<file path="src/hdl/px_pkg.sv">
/*
	Shared types and constants of the P-X cycle-control unit.
	Imported by every block that handles cycle requests, bus words or strobe timing.
*/

package px_pkg;

	localparam int addr_w = 16; // Address bus width
	localparam int data_w = 16; // Data bus width

	localparam int strob1_short = 1; // Strob1 cycles, K1 and read-type WE
	localparam int strob1_long = 2; // Strob1 cycles, WE of WRITE and OU

	// Got cycles allowed for a bus answer before the alarm fires
	localparam int alarm_ticks = 32;

	// Cycle requested by the core
	typedef enum logic [2:0] {
		OP_FETCH = 3'd0, // Instruction fetch
		OP_READ = 3'd1, // Memory read
		OP_WRITE = 3'd2, // Memory write
		OP_IN = 3'd3, // I/O read
		OP_OU = 3'd4 // I/O write
	} cyc_op_e;

	// Result returned to the core
	typedef enum logic [2:0] {
		ST_OK = 3'd0, // Slave accepted
		ST_EN = 3'd1, // Slave engaged
		ST_PE = 3'd2, // Parity error
		ST_ALARM = 3'd3, // No answer in time
		ST_HALTED = 3'd4 // Unit halted, cycle not run
	} cyc_stat_e;

	// Cycle sequencer states
	typedef enum logic [2:0] {
		S_IDLE = 3'd0, // Waiting for req
		S_K1 = 3'd1, // Request latched, first strobe sequence
		S_WX = 3'd2, // Bus cycle in flight
		S_WE = 3'd3, // Closing strobe sequence
		S_ACK = 3'd4 // Response shown, waiting for req low
	} seq_state_e;

	// Answer lines driven by the bus slave
	typedef enum logic [1:0] {
		ANS_NONE = 2'd0,
		ANS_OK = 2'd1,
		ANS_EN = 2'd2,
		ANS_PE = 2'd3
	} bus_ans_e;

	// Direction of a bus transfer
	typedef enum logic {
		BUS_RD = 1'b0,
		BUS_WR = 1'b1
	} bus_op_e;

	typedef struct packed {
		cyc_op_e op;
		logic [addr_w-1:0] addr;
		logic [data_w-1:0] wdata; // Ignored by read-type cycles
	} cyc_req_s;

	typedef struct packed {
		cyc_stat_e stat;
		logic [data_w-1:0] rdata; // Zero unless a read got an answer
	} cyc_rsp_s;

	typedef struct packed {
		bus_op_e op;
		logic io; // Set for IN and OU
		logic [addr_w-1:0] addr;
		logic [data_w-1:0] data;
	} bus_req_s;

endpackage
</file>
<file path="src/hdl/px_top.sv">
/*
	P-X cycle-control unit top level. Core req/ack port on one side,
	system bus request and answer on the other, strobes and faults out.
*/
`timescale 1ns/10ps

module px_top #(
	parameter bit stop_on_nomem = 1'b1
) (
	input logic got,
	input logic clo_,
	input logic stop_,
	input logic req,
	input px_pkg::cyc_req_s cyc_in,
	output logic ack,
	output px_pkg::cyc_rsp_s rsp,
	output logic zg,
	output px_pkg::bus_req_s bus_out,
	input px_pkg::bus_ans_e ans,
	input logic [px_pkg::data_w-1:0] bus_rdata,
	output logic got_ph,
	output logic strob1,
	output logic strob2,
	output logic halt,
	output logic awaria
);
	import px_pkg::*;

	logic strobe_start, strobe_long, strobe_done; // Sequencer to strobe timing
	logic bus_start, bus_done; // Sequencer to bus side
	cyc_req_s bus_cmd;
	cyc_stat_e bus_stat;
	logic [data_w-1:0] bus_data;
	logic alarm, pe; // Fault events

	px_seq u_seq (
		.got(got), .clo_(clo_), .req(req), .cyc_in(cyc_in), .ack(ack), .rsp(rsp),
		.halt(halt), .strobe_start(strobe_start), .strobe_long(strobe_long),
		.strobe_done(strobe_done), .bus_start(bus_start), .bus_cmd(bus_cmd),
		.bus_done(bus_done), .bus_stat(bus_stat), .bus_data(bus_data)
	);

	px_strobe u_strobe (
		.got(got), .clo_(clo_), .start(strobe_start), .long(strobe_long),
		.got_ph(got_ph), .strob1(strob1), .strob2(strob2), .done(strobe_done)
	);

	px_bus u_bus (
		.got(got), .clo_(clo_), .start(bus_start), .cmd(bus_cmd), .zg(zg),
		.bus_out(bus_out), .ans(ans), .bus_rdata(bus_rdata), .done(bus_done),
		.stat(bus_stat), .rdata(bus_data), .alarm(alarm), .pe(pe)
	);

	px_fault #(.stop_on_nomem(stop_on_nomem)) u_fault (
		.got(got), .clo_(clo_), .stop_(stop_), .alarm(alarm), .pe(pe),
		.halt(halt), .awaria(awaria)
	);

endmodule

</file>
<file path="src/hdl/px_fault.sv">
/*
	Sticky fault latches. A memory timeout sets halt when stop_on_nomem is
	set, a parity error sets awaria. Both stay set until stop_ goes low.
*/
`timescale 1ns/10ps

module px_fault #(
	parameter bit stop_on_nomem = 1'b1
) (
	input logic got,
	input logic clo_,
	input logic stop_,
	input logic alarm,
	input logic pe,
	output logic halt,
	output logic awaria
);

	always_ff @(posedge got or negedge clo_) begin
		if (!clo_) begin
			halt <= 1'b0;
			awaria <= 1'b0;
		end else if (!stop_) begin
			halt <= 1'b0; // Operator clear
			awaria <= 1'b0;
		end else begin
			if (alarm && stop_on_nomem)
				halt <= 1'b1; // No memory answer
			if (pe)
				awaria <= 1'b1; // Parity error
		end
	end

endmodule

</file>
<file path="src/hdl/px_bus.sv">
/*
	System bus side of a cycle. Raises zg with the mapped bus word, captures
	the first OK, EN or PE answer, and times out to ALARM when none arrives.
	Reports timeouts on memory cycles and parity errors to the fault latches.
*/
`timescale 1ns/10ps

module px_bus (
	input logic got,
	input logic clo_,
	input logic start,
	input px_pkg::cyc_req_s cmd,
	output logic zg,
	output px_pkg::bus_req_s bus_out,
	input px_pkg::bus_ans_e ans,
	input logic [px_pkg::data_w-1:0] bus_rdata,
	output logic done,
	output px_pkg::cyc_stat_e stat,
	output logic [px_pkg::data_w-1:0] rdata,
	output logic alarm,
	output logic pe
);
	import px_pkg::*;

	logic [5:0] tmr; // Cycles of zg high without an answer
	logic timeout;

	assign timeout = (tmr == 6'(alarm_ticks - 1));

	always_ff @(posedge got or negedge clo_) begin
		if (!clo_) begin
			zg <= 1'b0;
			tmr <= 6'd0;
			done <= 1'b0;
			alarm <= 1'b0;
			pe <= 1'b0;
		end else begin
			done <= 1'b0; // Events are single-cycle
			alarm <= 1'b0;
			pe <= 1'b0;
			if (start) begin
				zg <= 1'b1; // Bus request on the next cycle
				tmr <= 6'd0;
			end else if (zg) begin
				if (ans != ANS_NONE) begin
					zg <= 1'b0;
					done <= 1'b1;
					pe <= (ans == ANS_PE);
				end else if (timeout) begin
					zg <= 1'b0;
					done <= 1'b1;
					alarm <= !bus_out.io; // Missing memory only
				end else begin
					tmr <= tmr + 6'd1;
				end
			end
		end
	end

	// Bus word and captured answer
	always_ff @(posedge got) begin
		if (start) begin
			bus_out.op <= ((cmd.op == OP_WRITE) || (cmd.op == OP_OU)) ? BUS_WR : BUS_RD;
			bus_out.io <= (cmd.op == OP_IN) || (cmd.op == OP_OU);
			bus_out.addr <= cmd.addr;
			bus_out.data <= cmd.wdata;
		end
		if (zg && (ans != ANS_NONE)) begin
			case (ans)
				ANS_EN: stat <= ST_EN;
				ANS_PE: stat <= ST_PE;
				default: stat <= ST_OK;
			endcase
			rdata <= bus_rdata;
		end else if (zg && timeout) begin
			stat <= ST_ALARM;
			rdata <= '0; // Nothing read
		end
	end

endmodule

</file>
<file path="src/hdl/px_seq.sv">
/*
	Cycle state sequencer. Takes one core request at a time over a four-phase
	req/ack, steps K1, WX and WE, starts the strobe sequences and the bus
	cycle, and answers HALTED at once while the unit is halted.
*/
`timescale 1ns/10ps

module px_seq (
	input logic got,
	input logic clo_,
	input logic req,
	input px_pkg::cyc_req_s cyc_in,
	output logic ack,
	output px_pkg::cyc_rsp_s rsp,
	input logic halt,
	output logic strobe_start,
	output logic strobe_long,
	input logic strobe_done,
	output logic bus_start,
	output px_pkg::cyc_req_s bus_cmd,
	input logic bus_done,
	input px_pkg::cyc_stat_e bus_stat,
	input logic [px_pkg::data_w-1:0] bus_data
);
	import px_pkg::*;

	seq_state_e state;
	cyc_req_s cmd_q; // Request held for the whole cycle
	cyc_rsp_s rsp_q; // Response held until req falls
	logic take; // New request accepted this cycle
	logic wr_type; // Cycle writes, WE gets the long strob1

	assign take = (state == S_IDLE) && req && !halt;
	assign wr_type = (cmd_q.op == OP_WRITE) || (cmd_q.op == OP_OU);

	// K1 sequence on acceptance, WE sequence when the bus is done
	assign strobe_start = take || ((state == S_WX) && bus_done);
	assign strobe_long = (state == S_WX) && wr_type; // K1 always short

	assign bus_start = (state == S_K1) && strobe_done; // End of K1 strob2
	assign bus_cmd = cmd_q;

	assign ack = (state == S_ACK);
	assign rsp = rsp_q;

	always_ff @(posedge got or negedge clo_) begin
		if (!clo_) begin
			state <= S_IDLE;
		end else begin
			case (state)
				S_IDLE: begin
					if (req && halt)
						state <= S_ACK; // Halted, no strobes and no bus
					else if (req)
						state <= S_K1;
				end
				S_K1: begin
					if (strobe_done)
						state <= S_WX;
				end
				S_WX: begin
					if (bus_done)
						state <= S_WE;
				end
				S_WE: begin
					if (strobe_done)
						state <= S_ACK;
				end
				S_ACK: begin
					if (!req)
						state <= S_IDLE; // Core released, drop ack
				end
				default: state <= S_IDLE;
			endcase
		end
	end

	// Payload registers
	always_ff @(posedge got) begin
		if (take)
			cmd_q <= cyc_in; // Latch the stable request
		if ((state == S_IDLE) && req && halt) begin
			rsp_q.stat <= ST_HALTED;
			rsp_q.rdata <= '0;
		end
		if ((state == S_WX) && bus_done) begin
			rsp_q.stat <= bus_stat; // Result of the bus cycle
			rsp_q.rdata <= bus_data;
		end
	end

endmodule

</file>
<file path="src/hdl/px_strobe.sv">
/*
	Strobe phase generator. A start pulse gives one got cycle, one or two
	strob1 cycles chosen by long, then one strob2 cycle with done high.
*/
`timescale 1ns/10ps

module px_strobe (
	input logic got,
	input logic clo_,
	input logic start,
	input logic long,
	output logic got_ph,
	output logic strob1,
	output logic strob2,
	output logic done
);
	import px_pkg::*;

	logic [1:0] s1_len; // Strob1 length of the running sequence
	logic [1:0] s1_cnt; // Strob1 cycles still to go
	logic busy;

	assign busy = got_ph | strob1 | strob2; // One sequence at a time
	assign done = strob2; // Sequencer steps on the strob2 cycle

	always_ff @(posedge got or negedge clo_) begin
		if (!clo_) begin
			got_ph <= 1'b0;
			strob1 <= 1'b0;
			strob2 <= 1'b0;
			s1_len <= 2'd0;
			s1_cnt <= 2'd0;
		end else begin
			if (start && !busy) begin
				got_ph <= 1'b1; // Got phase first
				s1_len <= long ? 2'(strob1_long) : 2'(strob1_short);
			end
			if (got_ph) begin
				got_ph <= 1'b0;
				strob1 <= 1'b1;
				s1_cnt <= s1_len - 2'd1;
			end
			if (strob1) begin
				if (s1_cnt == 2'd0) begin
					strob1 <= 1'b0;
					strob2 <= 1'b1; // Strob1 done, close with strob2
				end else begin
					s1_cnt <= s1_cnt - 2'd1; // Stretch strob1
				end
			end
			if (strob2)
				strob2 <= 1'b0;
		end
	end

endmodule

</file>
<file path="config.mk">
export PLATFORM = sky130hd
export DESIGN_NAME = px_top
export DESIGN_NICKNAME = d
export VERILOG_FILES = /design/src/hdl/px_pkg.sv /design/src/hdl/px_top.sv /design/src/hdl/px_fault.sv /design/src/hdl/px_bus.sv /design/src/hdl/px_seq.sv /design/src/hdl/px_strobe.sv
export SDC_FILE = /design/constraint.sdc
export NUM_CORES = 1
export LEC_CHECK = 0
export BUFFER_PORTS_ARGS = -buffer_cell sky130_fd_sc_hd__buf_2
export CORE_UTILIZATION = 40
export DETAILED_ROUTE_END_ITERATION = 6
export GPL_TIMING_DRIVEN = 0
export HOLD_SLACK_MARGIN = 0.06
export PLACE_DENSITY = 0.65
export SETUP_SLACK_MARGIN = 0.5
export SLEW_MARGIN = 10
export SYNTH_ARGS = -nofsm -noshare
export SYNTH_HDL_FRONTEND = slang
export SYNTH_SLANG_ARGS = --single-unit
</file>
<file path="constraint.sdc">
create_clock -name got -period 4.8 [get_ports got]
set_input_delay 1.44 -clock got [delete_from_list [all_inputs] [get_ports got]]
set_output_delay 1.44 -clock got [all_outputs]
set_load 0.02 [all_outputs]
</file>
# [Yosys cells after proc, flatten, opt, wreduce, memory -nomap -nowiden]
# Index checks and enable logic that the tools add are counted.
# Widths: inputs -> output; s select.
[word_totals] register_bits=129 input_bits=57 output_inout_bits=60
[op_classes] addsub=3 n_eq_ne=19 muxes=50 bitwise_logic=2 reduce_logical=24
[op_table] operator="$mux 19" n=2
[op_table] operator="$mux 16" n=2
[op_table] operator="$mux 1" n=28
[op_table] operator="$mux 3" n=8
[op_table] operator="$mux 6" n=4
[op_table] operator="$pmux 3 s5" n=1
[op_table] operator="$eq 3x2->1 const B" n=4
[op_table] operator="$logic_and 1x1->1" n=10
[op_table] operator="$ne 2x1->1 const B" n=5
[op_table] operator="$mux 2" n=4
[op_table] operator="$reduce_bool 2->1" n=4
[op_table] operator="$add 6x1->6 const B" n=1
[op_table] operator="$eq 3x3->1 const B" n=2
[op_table] operator="$eq 6x5->1 const B" n=1
[op_table] operator="$ne 2x2->1 const B" n=3
[op_table] operator="$reduce_and 5->1" n=1
[op_table] operator="$eq 2x2->1 const B" n=2
[op_table] operator="$pmux 2 s2" n=1
[op_table] operator="$sub 2x1->2 const B" n=2
[op_table] operator="$eq 3x1->1 const B" n=1
[op_table] operator="$logic_not 1->1" n=3
[op_table] operator="$logic_not 3->1" n=1
[op_table] operator="$logic_or 1x1->1" n=3
[op_table] operator="$ne 3x3->1 const B" n=1
[op_table] operator="other kinds (3)" n=4

# [Logic depth before layout (Yosys ltp)]
# Gate-level depths: netlist of the first run.
[logic_depth] ltp_word=7 mapped_depth=7

# [Modules after synthesis]
# A second synthesis of the first run with hierarchy kept.
[unflattened] hier_cells=259 hier_area_um2=4635.7
[by_module_without_submodules] module="px_bus" n_inst=1 cells_each=128 area_each_um2=2254.7
[by_module_without_submodules] module="px_seq" n_inst=1 cells_each=101 area_each_um2=1996.9
[by_module_without_submodules] module="px_strobe" n_inst=1 cells_each=26 area_each_um2=319.1
[by_module_without_submodules] module="px_fault" n_inst=1 cells_each=4 area_each_um2=65.1

# [Worst setup path after synthesis of the first run]
# Ideal clock, no wire load.
[synth_timing] path_kind="input to register" startpoint="input port req" endpoint="register u_seq.cmd_q, in the netlist u_seq.bus_cmd[0], enable pin" arrival_ns=4.281 required_ns=4.329 setup_slack_ns=0.048 cell_stages=2 path_buffers=0 path_cell_list="or3b_1 -> nor3_1"
[synth_via] elab_chain_len=2
[synth_rtl] element="start: declaration" line_no="px_top.sv:13" rtl="input logic req,"
[synth_rtl] element="$logic_and 1x1->1 (2 in series)" line_no="px_seq.sv:33" rtl="assign take = (state == S_IDLE) && req && !halt;"
[synth_rtl] element="net u_seq.take" line_no="px_seq.sv:30" rtl="logic take;"
[synth_rtl] element="end signal: assignment" line_no="px_seq.sv:81" rtl="cmd_q <= cyc_in;"
[synth_rtl] element="end: declaration" line_no="px_seq.sv:28" rtl="cyc_req_s cmd_q;"
# The timed path passes the listed nets, and every way through them passes these cells.
# A chain may end at the register's enable or synchronous reset.

# [Worst setup path after layout of the first run]
# Ends and elaborated chain as after synthesis.

==> results of run 1 <==
==> worst max-delay path: stages <==
cell and delay, ns:
buf_2 0.11, or3b_1 0.45, nor3_4 0.74, buf_16 0.24
==> report_power, final <==
group          switching, mW  internal (mW)
registers             0.0843           1.42
logic                  0.297          0.170
clock network          0.471          0.668
total                  0.852           2.26
==> state kept, by name (all words and copies together) (netlist names), 2 cells and up <==
name and cells:
u_bus.stat 2, u_bus.rdata 16, u_seq.state 3, u_seq.bus_cmd 35, u_bus.bus_out 34, u_strobe.s1_cnt 2
u_strobe.s1_len 2, u_bus.tmr 6, u_seq.rsp 19
==> logic make-up after synthesis <==
group	synth area share [%]
flip-flops	82.8
AND/OR/NAND/NOR	10.4
adder cells (fa/ha/maj)	0.277
multiplexers	0.666
buffers and inverters	1.28
XOR/XNOR	0.777
AO/OA/AOI/OAI	3.83
==> synthesized netlist by cell type (all sizes together), types with 2 or more instances <==
library cell | instances | area (µm²)
clkbuf | 6 | 22.5
a211oi | 2 | 27.5
or3b | 3 | 26.3
xor2 | 3 | 26.3
a21oi | 3 | 15.0
edfxtp | 106 | 3180
inv | 5 | 18.8
dfrtp | 22 | 551
or3 | 2 | 12.5
mux2i | 3 | 30.0
o21ai | 5 | 25.0
o21a | 5 | 37.5
nand3 | 5 | 25.0
buf | 2 | 16.3
and3 | 20 | 125
nor2 | 11 | 41.3
nand2 | 11 | 41.3
nand2b | 4 | 25.0
and2 | 17 | 106
a31oi | 2 | 12.5
nor3 | 2 | 10.0
==> stage by stage <==
stage / total power [mW] / utilization, % / worst slack (ns)
final: 3.11 / 53.7 / 1.91
after detailed placement: 2.00 / 48.8 / 1.49
after global placement: 1.96 / 48.2 / 0.479
after global routing: 3.26 / 53.7 / 1.81
after floorplan: 1.82 / - / 1.12
after CTS: 3.15 / 53.7 / 1.92
==> how the worst min path moves through the flow <==
stage	from	to	slack [ns]	cells after the start
floorplan	u_seq.bus_cmd[0]	u_bus.bus_out[0]	0.40	0
global placement	u_seq.bus_cmd[23]	u_bus.bus_out[23]	0.40	0
detailed placement	u_seq.bus_cmd[14]	u_bus.bus_out[14]	0.40	0
CTS	u_seq.bus_cmd[7]	u_bus.bus_out[7]	0.42	0
global route	u_seq.bus_cmd[2]	u_bus.bus_out[2]	0.42	0
finish	u_seq.bus_cmd[7]	u_bus.bus_out[7]	0.42	0
==> layout by cell type, fill, tap and decap left out, types with 4 or more instances in the layout <==
master      instances
o21a_1              5
o21ai_0             4
nand3_1             5
and3_1             20
nor2_1             11
inv_1               4
nand2_1            11
buf_2             117
clkbuf_16          17
and2_1             17
clkinvlp_4          5
dfrtp_1            22
edfxtp_1          106
clkbuf_1            7
nand2b_1            4
==> layout make-up <==
class | instances | area, µm²
Buffer | 8 | 38.8
Clock buffer | 18 | 429
Clock inverter | 14 | 110
Fill cell | 916 | 5060
Inverter | 5 | 18.8
Multi-Input combinational cell | 114 | 748
Sequential cell | 128 | 3730
Tap cell | 140 | 175
Timing Repair Buffer | 118 | 619
==> metal layers <==
| layer | global-route usage (%) | vias up |
|---|---|---|
| met5 | 0 | - |
| met4 | 4.79 | 2 |
| met3 | 6.93 | 6 |
| met2 | 21.2 | 71 |
| met1 | 15.7 | 1241 |
| li1 | - | 1230 |
==> flow_summary_export.csv, run 1 <==
group,metric,value,unit
status,status,"finished clean",
synth,syn_nets,313,
timing,hold_violations,0,
synth,synthCells,255,
timing,fin_worst_skew,0.0114,ns
critical_path,r2r_setup_slack,2.55,ns
power_and_ir_drop,ir_drop,0.250,mV
synth,synthArstFlopShare,17.2,%
floorplanning,core_area,0.0109,mm²
detailed_routing,wl_met1,3.10,mm
placement,place_inst,513,
detailed_routing,routed.top_layer,"met5",
cts,clock_latency,0.40,ns
detailed_routing,vias,2550,
detailed_routing,drt_wl_total,7.50,mm
detailed_routing,drt_first_pass_iters,4,
critical_path,r2r-start,"u_seq.state[1]",
critical_path,cp.arrival,2.99,ns
global_route,antenna_found_initial,1,
power_and_ir_drop,p_leak,2.34,nW
critical_path,cp-endpoint,"u_seq.bus_cmd[0]",
floorplanning,ios,117,
placement,gp_congestion,0.765,
critical_path,critPathMaxFanout,19,
synth,yosys_most_used_dff,"edfxtp_1",
timing,tns,0,ns
final_layout,fin_cells,545,
final_layout,final_area,0.00587,mm²
timing,slew_headroom,38.5,%
detailed_routing,dr_wl_met2,3.82,mm
floorplanning,initial_core_util,41.3,%
synth,syn_avg_cell_area,17.7,µm²
timing,whs,0.417,ns
synth,synth.distinct_cells,41,
timing,setup-violations-final,0,
detailed_routing,vias_per_cell,4.68,
critical_path,crit_type,"input port to flop",
flow_run,max_cap_viol_count,0,
critical_path,crit-reg2reg-capture,"u_seq.bus_cmd[0]",
placement,post-dp-hpwl,5.34,mm
global_route,grt-ovfl-total,0,
final_layout,n_antenna_cell,0,
synth,syn_area,0.00451,mm²
timing,finalCritPeriodShare,60.1,%
detailed_routing,post_drt_wl_per_cell,13.8,µm
critical_path,crit_path_start,"req",
cts,cts_setup_buffers,0,
synth,synth-seq-cells,128,
detailed_routing,drtIter0Drc,157,
cts,cts-root-buf,"clkbuf_16",
cts,cts_tree,"built",
floorplanning,die_w,108,µm
critical_path,cp-start-kind,"input port",
global_route,first_global_vias,2435,
placement,portBuffers,116,
global_route,grt_usage,13.5,%
timing,drv_slew,0,
worst_hold_path,hp-class,"flop to flop",
cts,htreeDepth,4,
global_route,grt_max_degree,39,
cts,path_clk_slew,0.06,ns
cts,ctsResizeCount,0,
critical_path,reg2regPathDepth,3,
timing,grt_setup_unrepaired,"false",
cts,cts-buffers-inserted,17,
synth,synth_warnings,0,
cts,cts.sinks,128,
global_route,grt_first_pass_wirelength,11.6,mm
final_layout,drive_gt1_share,39.0,%
power_and_ir_drop,power_density,530,mW/mm²
cts,cts_max_path_buffers,2,
detailed_routing,routed-wl-met3,507,µm
synth,synth_edf_count,106,
timing,max_freq,346,MHz
final_layout,area_delta_synth_final,30.2,%
floorplanning,num_rows,38,
final_layout,nets,450,
critical_path,end_kind,"flop",
detailed_routing,ant_nets,0,
floorplanning,die_height,108,µm
placement,place_area,0.00533,mm²
critical_path,required,4.90,ns
timing,min_period,2.89,ns
synth,ys_seq_area_share,82.8,%
detailed_routing,drc_errors,0,
cts,cts_hold_buf,0,
timing,worstMarginPinSlew,0.920,ns
floorplanning,die_area,0.0117,mm²
Note: power is estimated with default switching activity, not from simulation.
==> run 2: changes to the inputs <==
--- a/config.mk
+++ b/config.mk
@@ -10,7 +10,7 @@
 export DETAILED_ROUTE_END_ITERATION = 6
 export GPL_TIMING_DRIVEN = 0
 export HOLD_SLACK_MARGIN = 0.06
-export PLACE_DENSITY = 0.65
+export PLACE_DENSITY = 0.68
 export SETUP_SLACK_MARGIN = 0.5
 export SLEW_MARGIN = 10
 export SYNTH_ARGS = -nofsm -noshare
==> constraint.sdc (replaced) <==
create_clock -name got -period 2.4 [get_ports got]
set_input_delay 0.72 -clock got [delete_from_list [all_inputs] [get_ports got]]
set_output_delay 0.72 -clock got [all_outputs]
set_load 0.02 [all_outputs]
==> flow_summary_export.csv, run 2 (synthesized netlist as in run 1, its figures left out) <==
group,metric,value,unit
floorplanning,core_area,0.0109,mm²
final_layout,largest_reg_flops,35,
worst_hold_path,hp-class,"input port to async pin",
timing,min_period,1.97,ns
floorplanning,die_height,108,µm
power_and_ir_drop,p_leak,2.45,nW
timing,tns,0,ns
cts,cts_hold_buf,0,
detailed_routing,ant_nets,0,
power_and_ir_drop,p_clk_share,39.6,%
critical_path,crit_path_start,"u_seq.state[1]",
critical_path,critPathMaxFanout,8,
power_and_ir_drop,power_density,1110,mW/mm²
final_layout,area_delta_synth_final,36.0,%
timing,setup-violations-final,0,
placement,portBuffers,116,
power_and_ir_drop,pwr-share-comb,16.1,%
flow_run,max_cap_viol_count,0,
global_route,grt_max_degree,23,
final_layout,nets,459,
power_and_ir_drop,seqPwrFrac,44.3,%
detailed_routing,vias,2610,
global_route,grt-ovfl-total,0,
cts,cts_max_path_buffers,2,
detailed_routing,drc_errors,0,
timing,grt_setup_unrepaired,"true",
final_layout,mostFrequentLayoutCell,"buf_2",
timing,slew_headroom,59.0,%
placement,place_inst,512,
critical_path,required,1.68,ns
floorplanning,ios,117,
critical_path,crit_type,"flop to output pin",
power_and_ir_drop,swShare,26.0,%
cts,cts-root-buf,"clkbuf_16",
final_layout,layout_common_cells,"115 x buf_2, 106 x edfxtp_1, 20 x and3_1, 20 x dfrtp_1",
cts,cts-buffers-inserted,17,
critical_path,end_kind,"output pin",
critical_path,cp-start-kind,"flop",
final_layout,final_util,56.1,%
critical_path,path_buf_inv,1,
final_layout,drive_gt1_share,41.5,%
global_route,grt.met2_usage,23.9,%
status,status,"finished clean",
timing,whs,0.279,ns
timing,fin_worst_skew,0.0132,ns
detailed_routing,post_drt_wl_per_cell,14.7,µm
critical_path,slowest_delay,0.47,ns
floorplanning,num_rows,38,
critical_path,reg2regPathDepth,7,
power_and_ir_drop,p_sw,1.77,mW
power_and_ir_drop,power.internal,5.05,mW
detailed_routing,drt_first_pass_iters,4,
critical_path,worstPathCellList,"nor3b_4, buf_4",
detailed_routing,drtIter0Drc,91,
timing,hold_violations,0,
critical_path,cp.arrival,1.25,ns
final_layout,fin_cells,555,
cts,path_clk_slew,0.06,ns
global_route,antenna_found_initial,2,
cts,cts_tree,"built",
placement,gp_congestion,0.752,
timing,finalCritPeriodShare,81.9,%
critical_path,crit_slowest_cell,"dfrtp_1",
global_route,grt_usage,15.0,%
global_route,grt_busiest_layer,"met2",
floorplanning,die_w,108,µm
global_route,grt_first_pass_wirelength,12.7,mm
global_route,use_met3,7.78,%
floorplanning,initial_core_util,41.3,%
timing,max_freq,509,MHz
critical_path,r2r-start,"u_seq.state[0]",
detailed_routing,vias_per_cell,4.70,
timing,worstMarginPinSlew,0.606,ns
floorplanning,die_area,0.0117,mm²
placement,post-dp-hpwl,5.39,mm
detailed_routing,drt_wl_total,8.17,mm
critical_path,crit_family,"flip-flops",
timing,drv_slew,0,
global_route,gr-usage-met1,16.9,%
global_route,first_global_vias,2619,
cts,cts.sinks,128,
power_and_ir_drop,ir_drop,0.617,mV
cts,htreeDepth,4,
cts,clock_latency,0.41,ns
critical_path,worst-path-stages,2,
[run 2: metrics by stage]
stage | cell area [µm²] | setup WS (ns) | power, mW
2_1_floorplan | 4560 | 0.00165 | 3.67
3_3_place_gp | 5310 | -0.436 | 3.94
3_5_place_dp | 5340 | -0.111 | 4.03
4_1_cts | 6100 | 0.425 | 6.87
5_1_grt | 6130 | 0.377 | 7.12
6_report | 6130 | 0.434 | 6.82
[run 2: path summary, 6_finish.rpt]
kind                                          end  slack, ns
worst max-delay path                          ack       0.43
worst min-delay path                 u_bus.tmr[0]       0.28
worst max register to register  u_bus.bus_out[25]       0.56
worst min register to register   u_bus.bus_out[5]       0.42
max in group asynchronous           u_strobe.done       1.74
min in group got                 u_bus.bus_out[5]       0.42
[run 2: final cells by class]
class	instances	area [µm²]
fill	874	4800
sequential	128	3740
multi-input combinational	114	769
timing repair buffer	126	741
clock buffer	18	429
clock inverter	14	203
tap	140	175
buffer	8	48.8
inverter	5	22.5
timing repair inverter	1	7.51
antenna	1	2.50
[run 2: worst register-to-register path: cells and delay by family (launching register included)]
family | cells | cell delay [ns]
buffers and inverters | 5 | 0.77
flip-flops | 1 | 0.34
AND/OR/NAND/NOR | 2 | 0.46
[run 2: power groups by stage]
stage / Combinational, mW / Clock, mW / Sequential [mW]
final: 1.10 / 2.71 / 3.02
after global routing: 1.20 / 2.86 / 3.06
after CTS: 1.09 / 2.76 / 3.02
after detailed placement: 0.970 / 0 / 3.06
after global placement: 0.899 / 0 / 3.05
after floorplan: 0.503 / 0 / 3.16
[run 2: per-layer routing]
metal | up-vias | part of all wire, % | wire length (µm)
met5 | - | 0.098 | 8
met4 | 2 | 1.6 | 129
met3 | 12 | 8.5 | 695
met2 | 89 | 50 | 4050
met1 | 1253 | 40 | 3290
li1 | 1254 | - | -
[run 2: timing repair]
item	4_1_cts	5_1_grt
gates resized for setup	5	5
endpoints found under the setup margin	92	56
hold endpoints to repair	0	0
cloned	1	0
pin swaps	3	1
setup buffers	8	1
